### src/design/cache_ctrl_pkg.sv
// Shared types of the cache monitor: widths, event and buffer structs,
// control register map and version constant

package cache_ctrl_pkg;

   // ********************
   // Widths
   // ********************
   typedef logic [31:0] word_addr_t;
   typedef logic [31:0] data_t;
   typedef logic [31:0] cnt_t;
   typedef logic [3:0]  csr_addr_t;

   // ********************
   // Structs
   // ********************

   // One flag per classified access, never more than one set
   typedef struct packed {
      logic read_hit;
      logic read_miss;
      logic write_hit;
      logic write_miss;
   } acc_event_t;

   // One buffered write toward memory
   typedef struct packed {
      word_addr_t addr;
      data_t      data;
   } wtb_entry_t;

   typedef struct packed {
      logic empty;
      logic full;
   } wtb_status_t;

   // ********************
   // Register map
   // ********************
   localparam csr_addr_t CSR_RW_HIT     = 4'd0;   // Read hits + write hits
   localparam csr_addr_t CSR_RW_MISS    = 4'd1;   // Read misses + write misses
   localparam csr_addr_t CSR_READ_HIT   = 4'd2;
   localparam csr_addr_t CSR_READ_MISS  = 4'd3;
   localparam csr_addr_t CSR_WRITE_HIT  = 4'd4;
   localparam csr_addr_t CSR_WRITE_MISS = 4'd5;
   localparam csr_addr_t CSR_RST_CNTRS  = 4'd6;   // Pulse, reads zero
   localparam csr_addr_t CSR_INVALIDATE = 4'd7;   // Pulse, reads zero
   localparam csr_addr_t CSR_WTB_EMPTY  = 4'd8;
   localparam csr_addr_t CSR_WTB_FULL   = 4'd9;
   localparam csr_addr_t CSR_VERSION    = 4'd10;

   localparam data_t CACHE_VERSION = 32'h0001_0200;

endpackage
### src/design/cache_monitor_top.sv
// Cache monitor top level: tag store, write-through buffer
// and controller with their interconnect

`timescale 1ns/1ps

module cache_monitor_top #(
   parameter int IDX_W       = 3,
   parameter int WTB_DEPTH_W = 2
) (
   input  logic                       clk_i,
   input  logic                       arst_i,
   // Access port
   input  logic                       acc_valid_i,
   input  logic                       acc_we_i,
   input  cache_ctrl_pkg::word_addr_t acc_addr_i,
   input  cache_ctrl_pkg::data_t      acc_wdata_i,
   // Memory port
   input  logic                       mem_ready_i,
   output logic                       mem_valid_o,
   output cache_ctrl_pkg::wtb_entry_t mem_entry_o,
   // Control port
   input  logic                       csr_valid_i,
   input  cache_ctrl_pkg::csr_addr_t  csr_addr_i,
   output cache_ctrl_pkg::data_t      csr_rdata_o,
   output logic                       csr_ready_o
);

   import cache_ctrl_pkg::*;

   acc_event_t  acc_event;
   wtb_status_t wtb_status;
   wtb_entry_t  wtb_push_entry;
   logic        wtb_push;
   logic        invalidate;

   assign wtb_push            = acc_valid_i && acc_we_i;  // Every write goes through
   assign wtb_push_entry.addr = acc_addr_i;
   assign wtb_push_entry.data = acc_wdata_i;

   cache_tag_store #(
      .IDX_W(IDX_W)
   ) u_tag_store (
      .clk_i       (clk_i),
      .arst_i      (arst_i),
      .acc_valid_i (acc_valid_i),
      .acc_we_i    (acc_we_i),
      .acc_addr_i  (acc_addr_i),
      .invalidate_i(invalidate),
      .event_o     (acc_event)
   );

   write_through_buffer #(
      .WTB_DEPTH_W(WTB_DEPTH_W)
   ) u_wtb (
      .clk_i       (clk_i),
      .arst_i      (arst_i),
      .push_i      (wtb_push),
      .push_entry_i(wtb_push_entry),
      .mem_ready_i (mem_ready_i),
      .mem_valid_o (mem_valid_o),
      .mem_entry_o (mem_entry_o),
      .status_o    (wtb_status)
   );

   cache_control u_control (
      .clk_i       (clk_i),
      .arst_i      (arst_i),
      .event_i     (acc_event),
      .wtb_status_i(wtb_status),
      .csr_valid_i (csr_valid_i),
      .csr_addr_i  (csr_addr_i),
      .csr_rdata_o (csr_rdata_o),
      .csr_ready_o (csr_ready_o),
      .invalidate_o(invalidate)
   );

endmodule

### src/design/cache_control.sv
// Cache controller: event counters, control register decode,
// invalidate and counter-reset pulses

`timescale 1ns/1ps

module cache_control (
   input  logic                        clk_i,
   input  logic                        arst_i,
   input  cache_ctrl_pkg::acc_event_t  event_i,
   input  cache_ctrl_pkg::wtb_status_t wtb_status_i,
   input  logic                        csr_valid_i,
   input  cache_ctrl_pkg::csr_addr_t   csr_addr_i,
   output cache_ctrl_pkg::data_t       csr_rdata_o,
   output logic                        csr_ready_o,
   output logic                        invalidate_o
);

   import cache_ctrl_pkg::*;

   cnt_t read_hit_cnt_q;
   cnt_t read_miss_cnt_q;
   cnt_t write_hit_cnt_q;
   cnt_t write_miss_cnt_q;

   data_t rdata_q;
   data_t rdata_d;
   logic  ready_q;
   logic  invalidate_q;
   logic  invalidate_d;
   logic  rst_cntrs_q;
   logic  rst_cntrs_d;

   // ********************
   // Event counters
   // ********************

   // Counter reset beats an event in the same cycle
   always_ff @(posedge clk_i or posedge arst_i) begin
      if (arst_i) begin
         read_hit_cnt_q   <= '0;
         read_miss_cnt_q  <= '0;
         write_hit_cnt_q  <= '0;
         write_miss_cnt_q <= '0;
      end else if (rst_cntrs_q) begin
         read_hit_cnt_q   <= '0;
         read_miss_cnt_q  <= '0;
         write_hit_cnt_q  <= '0;
         write_miss_cnt_q <= '0;
      end else begin
         if (event_i.read_hit) begin
            read_hit_cnt_q <= read_hit_cnt_q + 1'b1;    // Wraps on overflow
         end
         if (event_i.read_miss) begin
            read_miss_cnt_q <= read_miss_cnt_q + 1'b1;
         end
         if (event_i.write_hit) begin
            write_hit_cnt_q <= write_hit_cnt_q + 1'b1;
         end
         if (event_i.write_miss) begin
            write_miss_cnt_q <= write_miss_cnt_q + 1'b1;
         end
      end
   end

   // ********************
   // Register decode
   // ********************
   always_comb begin
      rdata_d      = '0;
      invalidate_d = 1'b0;
      rst_cntrs_d  = 1'b0;
      if (csr_valid_i) begin
         case (csr_addr_i)
            CSR_RW_HIT:     rdata_d = read_hit_cnt_q + write_hit_cnt_q;
            CSR_RW_MISS:    rdata_d = read_miss_cnt_q + write_miss_cnt_q;
            CSR_READ_HIT:   rdata_d = read_hit_cnt_q;
            CSR_READ_MISS:  rdata_d = read_miss_cnt_q;
            CSR_WRITE_HIT:  rdata_d = write_hit_cnt_q;
            CSR_WRITE_MISS: rdata_d = write_miss_cnt_q;
            CSR_RST_CNTRS:  rst_cntrs_d = 1'b1;
            CSR_INVALIDATE: invalidate_d = 1'b1;
            CSR_WTB_EMPTY:  rdata_d = data_t'(wtb_status_i.empty);
            CSR_WTB_FULL:   rdata_d = data_t'(wtb_status_i.full);
            CSR_VERSION:    rdata_d = CACHE_VERSION;
            default:        rdata_d = '0;  // Unmapped
         endcase
      end
   end

   // Reply and pulses all land one cycle after the request
   always_ff @(posedge clk_i or posedge arst_i) begin
      if (arst_i) begin
         rdata_q      <= '0;
         ready_q      <= 1'b0;
         invalidate_q <= 1'b0;
         rst_cntrs_q  <= 1'b0;
      end else begin
         rdata_q      <= rdata_d;
         ready_q      <= csr_valid_i;
         invalidate_q <= invalidate_d;
         rst_cntrs_q  <= rst_cntrs_d;
      end
   end

   assign csr_rdata_o  = rdata_q;
   assign csr_ready_o  = ready_q;
   assign invalidate_o = invalidate_q;

endmodule

### src/design/write_through_buffer.sv
// Write-through buffer: circular FIFO of address/data pairs,
// memory-side valid/ready drain, registered empty and full flags

`timescale 1ns/1ps

module write_through_buffer #(
   parameter int WTB_DEPTH_W = 2
) (
   input  logic                        clk_i,
   input  logic                        arst_i,
   input  logic                        push_i,
   input  cache_ctrl_pkg::wtb_entry_t  push_entry_i,
   input  logic                        mem_ready_i,
   output logic                        mem_valid_o,
   output cache_ctrl_pkg::wtb_entry_t  mem_entry_o,
   output cache_ctrl_pkg::wtb_status_t status_o
);

   import cache_ctrl_pkg::*;

   localparam int DEPTH = 2 ** WTB_DEPTH_W;

   typedef logic [WTB_DEPTH_W-1:0] ptr_t;
   typedef logic [WTB_DEPTH_W:0]   occ_t;

   localparam occ_t FULL_OCC = occ_t'(DEPTH);

   wtb_entry_t mem_q [DEPTH];
   ptr_t       wr_ptr_q;
   ptr_t       rd_ptr_q;
   occ_t       occ_q;
   occ_t       occ_d;
   logic       empty_q;
   logic       full_q;

   logic push_ok;
   logic pop;

   assign push_ok = push_i && !full_q;         // Dropped while full
   assign pop     = mem_valid_o && mem_ready_i;

   // ********************
   // Occupancy
   // ********************
   always_comb begin
      occ_d = occ_q;
      if (push_ok && !pop) begin
         occ_d = occ_q + 1'b1;
      end else if (pop && !push_ok) begin
         occ_d = occ_q - 1'b1;
      end
   end

   always_ff @(posedge clk_i or posedge arst_i) begin
      if (arst_i) begin
         wr_ptr_q <= '0;
         rd_ptr_q <= '0;
         occ_q    <= '0;
         empty_q  <= 1'b1;
         full_q   <= 1'b0;
      end else begin
         if (push_ok) begin
            wr_ptr_q <= wr_ptr_q + 1'b1;  // Wraps at DEPTH
         end
         if (pop) begin
            rd_ptr_q <= rd_ptr_q + 1'b1;
         end
         occ_q   <= occ_d;
         empty_q <= (occ_d == '0);
         full_q  <= (occ_d == FULL_OCC);
      end
   end

   // ********************
   // Storage
   // ********************
   always_ff @(posedge clk_i) begin
      if (push_ok) begin
         mem_q[wr_ptr_q] <= push_entry_i;
      end
   end

   // Head entry holds until it is popped
   assign mem_valid_o = !empty_q;
   assign mem_entry_o = mem_q[rd_ptr_q];

   always_comb begin
      status_o       = '0;
      status_o.empty = empty_q;
      status_o.full  = full_q;
   end

endmodule

### src/design/cache_tag_store.sv
// Direct-mapped tag store: valid bits and tags per line,
// access classifier and flash invalidate

`timescale 1ns/1ps

module cache_tag_store #(
   parameter int IDX_W = 3
) (
   input  logic                       clk_i,
   input  logic                       arst_i,
   input  logic                       acc_valid_i,
   input  logic                       acc_we_i,
   input  cache_ctrl_pkg::word_addr_t acc_addr_i,
   input  logic                       invalidate_i,
   output cache_ctrl_pkg::acc_event_t event_o
);

   import cache_ctrl_pkg::*;

   localparam int LINES = 2 ** IDX_W;
   localparam int TAG_W = $bits(word_addr_t) - IDX_W;

   typedef logic [IDX_W-1:0] idx_t;
   typedef logic [TAG_W-1:0] tag_t;

   logic [LINES-1:0] valid_q;
   tag_t             tag_q [LINES];
   acc_event_t       event_q;

   idx_t       acc_idx;
   tag_t       acc_tag;
   logic       hit;
   logic       rd_miss;
   acc_event_t event_d;

   assign acc_idx = acc_addr_i[IDX_W-1:0];
   assign acc_tag = acc_addr_i[$bits(word_addr_t)-1:IDX_W];

   // Compare against the indexed line only
   assign hit = valid_q[acc_idx] && (tag_q[acc_idx] == acc_tag);

   // ********************
   // Classifier
   // ********************
   always_comb begin
      event_d            = '0;
      event_d.read_hit   = acc_valid_i && !acc_we_i && hit;
      event_d.read_miss  = acc_valid_i && !acc_we_i && !hit;
      event_d.write_hit  = acc_valid_i && acc_we_i && hit;
      event_d.write_miss = acc_valid_i && acc_we_i && !hit;
   end

   assign rd_miss = event_d.read_miss;  // Only read misses allocate

   always_ff @(posedge clk_i or posedge arst_i) begin
      if (arst_i) begin
         event_q <= '0;
      end else begin
         event_q <= event_d;
      end
   end

   // ********************
   // Line state
   // ********************

   // Invalidate wins over an allocation in the same cycle
   always_ff @(posedge clk_i or posedge arst_i) begin
      if (arst_i) begin
         valid_q <= '0;
      end else if (invalidate_i) begin
         valid_q <= '0;
      end else if (rd_miss) begin
         valid_q[acc_idx] <= 1'b1;
      end
   end

   always_ff @(posedge clk_i) begin
      if (rd_miss) begin
         tag_q[acc_idx] <= acc_tag;
      end
   end

   assign event_o = event_q;

endmodule

### config.mk
export PLATFORM = sky130hd
export DESIGN_NAME = cache_monitor_top
export DESIGN_NICKNAME = d
export VERILOG_FILES = /design/src/design/cache_ctrl_pkg.sv /design/src/design/cache_monitor_top.sv /design/src/design/cache_control.sv /design/src/design/write_through_buffer.sv /design/src/design/cache_tag_store.sv
export SDC_FILE = /design/constraint.sdc
export NUM_CORES = 1
export LEC_CHECK = 0
export ABC_AREA = 1
export BUFFER_PORTS_ARGS = -buffer_cell sky130_fd_sc_hd__buf_2
export CAP_MARGIN = 40
export CORE_ASPECT_RATIO = 0.6
export CORE_MARGIN = 2
export CORE_UTILIZATION = 45
export CTS_CLUSTER_DIAMETER = 150
export DETAILED_ROUTE_END_ITERATION = 8
export GPL_TIMING_DRIVEN = 0
export PLACE_DENSITY = 0.7
export SYNTH_ARGS = -nofsm -noshare
export SYNTH_HDL_FRONTEND = slang
export SYNTH_SLANG_ARGS = --single-unit
### constraint.sdc
create_clock -name clk_i -period 16.3 [get_ports clk_i]
set_clock_uncertainty 0.15 [all_clocks]
set_input_delay 3.26 -clock clk_i [delete_from_list [all_inputs] [get_ports clk_i]]
set_output_delay 3.26 -clock clk_i [all_outputs]
set_load 0.005 [all_outputs]
---- After elaboration in Yosys (flattened, before gate mapping) ----
Memory sizes are Yosys's and may differ from the RTL's.
Cells that the tools add are included.
word-level totals
  output and inout bits ................... 98
  flip-flop bits (word level) ............. 184
  input port bits ......................... 74
  memories kept ........................... 2
  logic and storage cells ................. 96
  memory bits (writable) .................. 488
memory list
  memory             depth  bits a word  rd ports  clocked after Yosys merged registers in  write ports  RTL line                    RTL
  u_wtb.mem_q        4      64           1         0                                        1            write_through_buffer.sv:28  wtb_entry_t mem_q [DEPTH];
  u_tag_store.tag_q  8      29           1         0                                        1            cache_tag_store.sv:27       tag_t tag_q [LINES];
operators by class
  reduce and logical (&&, ||, !) cells .... 25
  eq/ne operators ......................... 12
  $lt $le $gt $ge ......................... 2
  bitwise logic cells ..................... 1
  multiplexer cells ....................... 26
  $add $sub $neg .......................... 10
operators by type and width
  cell                     number
  $mux W32                 9
  $pmux W32 S9             1
  $add A32 B1 Y32 const B  4
  $add A32 B32 Y32         2
  $eq A29 B29 Y1           1
  $eq A4 B3 Y1 const B     4
  $mux W8                  2
  $eq A4 B4 Y1 const B     3
  $logic_and A1 B1 Y1      12
  $mux W1                  10
  $reduce_bool A2 Y1       5
  $eq A4 B2 Y1 const B     2
  $or A8 B8 Y8             1
  $logic_not A1 Y1         6
  $mux W3                  2
  $add A2 B1 Y2 const B    2
  $eq A4 B1 Y1 const B     1
  $logic_not A4 Y1         1
  $lt A3 B4 Y1 const B     1
  $add A3 B1 Y3 const B    1
  $bmux W1 S3              1
  $demux W1 S3             1
  $eq A3 B3 Y1 const B     1
  $ge A3 B1 Y1 const B     1
  other kinds (2)          2

---- Depth between registers and ports, before layout ----
  depth in word-level cells ............... 7
  mapped depth ............................ 21
  mapped depth without buffers ............ 18

---- Modules after synthesis ----
From an unflattened synthesis, not the netlist that was laid out.
second synthesis, totals
  cell total of the unflattened synthesis .. 4198
  area, all modules ....................... 35694.2 um^2
by module, submodules not included
  module                times used  seq. area each (um^2)  area an instance (um^2)  cells an instance
  cache_control         1           4078.9                 14579.0                  2373
  cache_tag_store       1           7267.0                 11005.6                  1117
  write_through_buffer  1           7913.8                 10102.2                  706
  cache_monitor_top     1           0.0                    7.5                      2

---- Least setup slack after synthesis ----
OpenSTA, ideal clock, no wires.
  path type ............................... in2reg
  from .................................... in acc_valid_i
  to ...................................... mem u_wtb.mem_q[0][0] (netlist bit) (enable)
  library setup time ...................... 486 ps
  path buffers ............................ 0
  setup slack ............................. 9312 ps
  arrival ................................. 6352 ps
  stages .................................. 4
  data required time ...................... 15664 ps
  path through ............................ nand2_1 nor2_1 inv_1 nor2_1
between the ends
  cells in the longest elaborated chain, start to end .. 4
RTL lines
  element                        RTL line                    RTL
  start: declaration             cache_monitor_top.sv:13     input logic acc_valid_i,
  $logic_and A1 B1 Y1            cache_monitor_top.sv:36     assign wtb_push = acc_valid_i && acc_we_i;
  $logic_and A1 B1 Y1            write_through_buffer.sv:39  assign push_ok = push_i && !full_q;
  $mux W1                        write_through_buffer.sv:78  if (push_ok) begin
  $mux W1 (implied by the code)  write_through_buffer.sv:79  mem_q[wr_ptr_q] <= push_entry_i;
  end: declaration               write_through_buffer.sv:28
Every way passes these cells.

==> impl_metrics.json <==
{
  "status": "complete, no violations",
  "io_buffers": 171,
  "drc": 0,
  "dp_hpwl_um": 83890,
  "gp_congestion": 1.041,
  "rsz0062_at_grt": "false",
  "netlist_area_mm2": 0.03344,
  "async_reset_ff_frac": 0.2738,
  "layout_commonest_cell": "nand2_1",
  "seqCellArea_mm2": 0.01926,
  "layout_common_cells": "nand2_1, edfxtp_1, nor2_1, inv_1, o21ai_0",
  "holdPathEnd": "u_wtb.occ_q[0]",
  "crit_type": "reg -> out",
  "hp-start": "u_wtb.occ_q[0]",
  "die-area_mm2": 0.07657,
  "start_util": 0.4543,
  "powerDensity_mw_per_mm2": 116.8,
  "cts_made_buffers": 67,
  "ctsHoldBuffers": 0,
  "hold_ws_ns": 0.3629,
  "multi_input_area_mm2": 0.01247,
  "drt-initial-drc-count": 4046,
  "syn_nets": 3841,
  "via_count": 28500,
  "synth_edf_count": 488,
  "antenna_cells": 0,
  "cts-root-buf": "clkbuf_16",
  "ys_seq_area_frac": 0.5760,
  "grt_pass1_wl_um": 164600,
  "wl_per_cell_um": 22.33,
  "finalSetupTns_ns": 0,
  "synth.distinct_cells": 51,
  "post_cts_buffers": 0,
  "yosys_most_used_dff": "edfxtp_1",
  "peakVddDrop_mv": 0.09726,
  "yosys_warnings": 0,
  "syn_inst": 3693,
  "hold_violations": 0,
  "cap_violations": 0,
  "antenna_found_initial": 7,
  "cts_max_path_buffers": 3,
  "nets": 4111,
  "ant_nets": 0,
  "r2r_cells": 12,
  "die_w_um": 355.9,
  "num_rows": 77,
  "rr_startpoint": "u_control.write_miss_cnt_q[0]",
  "grt_max_degree": 97,
  "grt_pass1_vias": 25776,
  "r2r_setup_slack_ns": 12.39,
  "final_layout_size_suffix_gt1_frac": 0.09440,
  "hp-class": "reg -> reg",
  "wirelength_um": 111700,
  "synth_seq_cells": 672,
  "clk_latency_ns": 0.63,
  "critPathMaxFanout": 10,
  "firstDrtPassIters": 6,
  "cp.arrival_ns": 3.28,
  "fin_crit_ns": 6.686,
  "worst_slew_pin_slew_ns": 1.018,
  "maxSlewHeadroom": 0.3143,
  "path_clk_slew_ns": 0.06,
  "reg2reg_to": "u_control.csr_rdata_o[22]",
  "finalMaxSlewViolations": 0,
  "grt_use_total": 0.2892,
  "fillers": 6681,
  "htree_levels": 3,
  "critPathRequiredTime_ns": 12.89,
  "core_area_mm2": 0.07361,
  "syn_area_per_cell_um2": 9.054,
  "cts_tree": "done",
  "cp-end-kind": "output port",
  "io_pins": 172,
  "start_kind": "flop",
  "period_share": 0.4102,
  "cts_resized": 0,
  "viasPerCell": 5.698,
  "globalRouteOverflowTotal": 0,
  "fmax_ghz": 0.1496,
  "holdPathStages": 1,
  "cts_sinks": 672,
  "p_leak_uw": 0.01597,
  "setup_viol": 0,
  "syn_to_final_growth_pct": 14.94,
  "die_y_um": 215.1
}
[how the worst max path moves through the flow]
stage                       from                              to  cells after the start
5_1_grt        u_wtb.rd_ptr_q[0]                 mem_entry_o[48]                      7
3_3_place_gp              arst_i  u_control.write_miss_cnt_q[14]                      2
4_1_cts        u_wtb.rd_ptr_q[0]                 mem_entry_o[48]                      7
2_1_floorplan             arst_i        u_control.csr_rdata_o[0]                      1
6_report       u_wtb.rd_ptr_q[0]                 mem_entry_o[48]                      7
3_5_place_dp       acc_addr_i[0]         u_tag_store.tag_q[7][7]                     21
[per-stage QoR]
step                      area (µm²)  cells  total power (µW)    util  worst slack, ns
after global routing           38430   5002              4669  0.5221            9.436
after detailed placement       36170   4879              2909  0.4915            9.624
final                          38430   5002              4487  0.5221            9.614
after floorplan                33440   3693              2489       -            7.891
after global placement         35530   4851              2877  0.4827            5.421
after CTS                      38420   5000              4499  0.5220            9.571
[flip-flops by register name (all words and copies together), names as in the netlist, 3 cells and up]
register	flops
u_tag_store.tag_q	232
u_tag_store.event_o	4
u_tag_store.valid_q	8
u_control.write_hit_cnt_q	32
u_control.write_miss_cnt_q	32
u_wtb.mem_q	256
u_control.read_hit_cnt_q	32
u_control.read_miss_cnt_q	32
u_control.csr_rdata_o	32
u_wtb.occ_q	3
[power by group]
part | total, µW | internal, µW | switching [µW] | leakage, µW
Clock | 1600 | 914 | 689 | 0.00109
Sequential | 1980 | 1940 | 41.5 | 0.00694
Combinational | 902 | 290 | 612 | 0.00794
Total | 4490 | 3150 | 1340 | 0.0160
[routing by layer]
metal / up-vias / GRT usage / part of all wire
met5: - / 0.008750 / 0.00081
met4: 2 / 0.05443 / 0.016
met3: 131 / 0.1091 / 0.15
met2: 1608 / 0.3473 / 0.36
met1: 13555 / 0.4770 / 0.47
li1: 13204 / - / -
[worst max-delay path, cell delays in order, from the launching register on]
cell and delay (ns):
dfrtp_1 0.46, clkbuf_1 0.34, inv_1 0.18, clkbuf_1 0.50
clkbuf_1 0.53, o21ai_0 0.21, o22ai_1 0.24, buf_2 0.18
[logic make-up after synthesis]
kind of cell	Yosys count	share of synthesized area
DFF	672	0.5760
AOI/OAI and AO/OA	642	0.1084
muxes	1	0.0003368
and+or+nand+nor	1834	0.2273
xor gates and xnor gates	23	0.006025
buffers and inverters	447	0.05377
adders and majority gates	74	0.02814
[layout make-up]
type,count,area share
flip-flops and latches,672,0.5012
multi-input cells,2574,0.3244
clock buffers,84,0.04633
inverters,318,0.03126
well taps,987,0.03213
clock inverters,37,0.01211
repair buffers,201,0.03686
plain buffers,129,0.01573
[synth_stat cells, types with 8 or more instances]
cell type | n | area share
ha_1 | 72 | 0.027
o21a_1 | 15 | 0.0034
nor4_1 | 34 | 0.0064
o21ai_0 | 266 | 0.040
xor2_1 | 17 | 0.0045
buf_2 | 24 | 0.0036
or2_2 | 17 | 0.0032
a31oi_1 | 8 | 0.0015
dfrtp_1 | 183 | 0.14
clkinv_1 | 8 | 0.00090
a221oi_1 | 29 | 0.0076
o22ai_1 | 91 | 0.017
a21oi_1 | 179 | 0.027
edfxtp_1 | 488 | 0.44
nand2_1 | 1082 | 0.12
nand3_1 | 177 | 0.026
clkbuf_1 | 76 | 0.0085
buf_1 | 10 | 0.0011
nor2_1 | 355 | 0.040
nand4_1 | 47 | 0.0088
nor3_1 | 86 | 0.013
nand3b_1 | 27 | 0.0061
inv_1 | 308 | 0.035
buf_4 | 14 | 0.0031
o31ai_1 | 12 | 0.0027
Note: power is estimated with default switching activity, not from simulation.
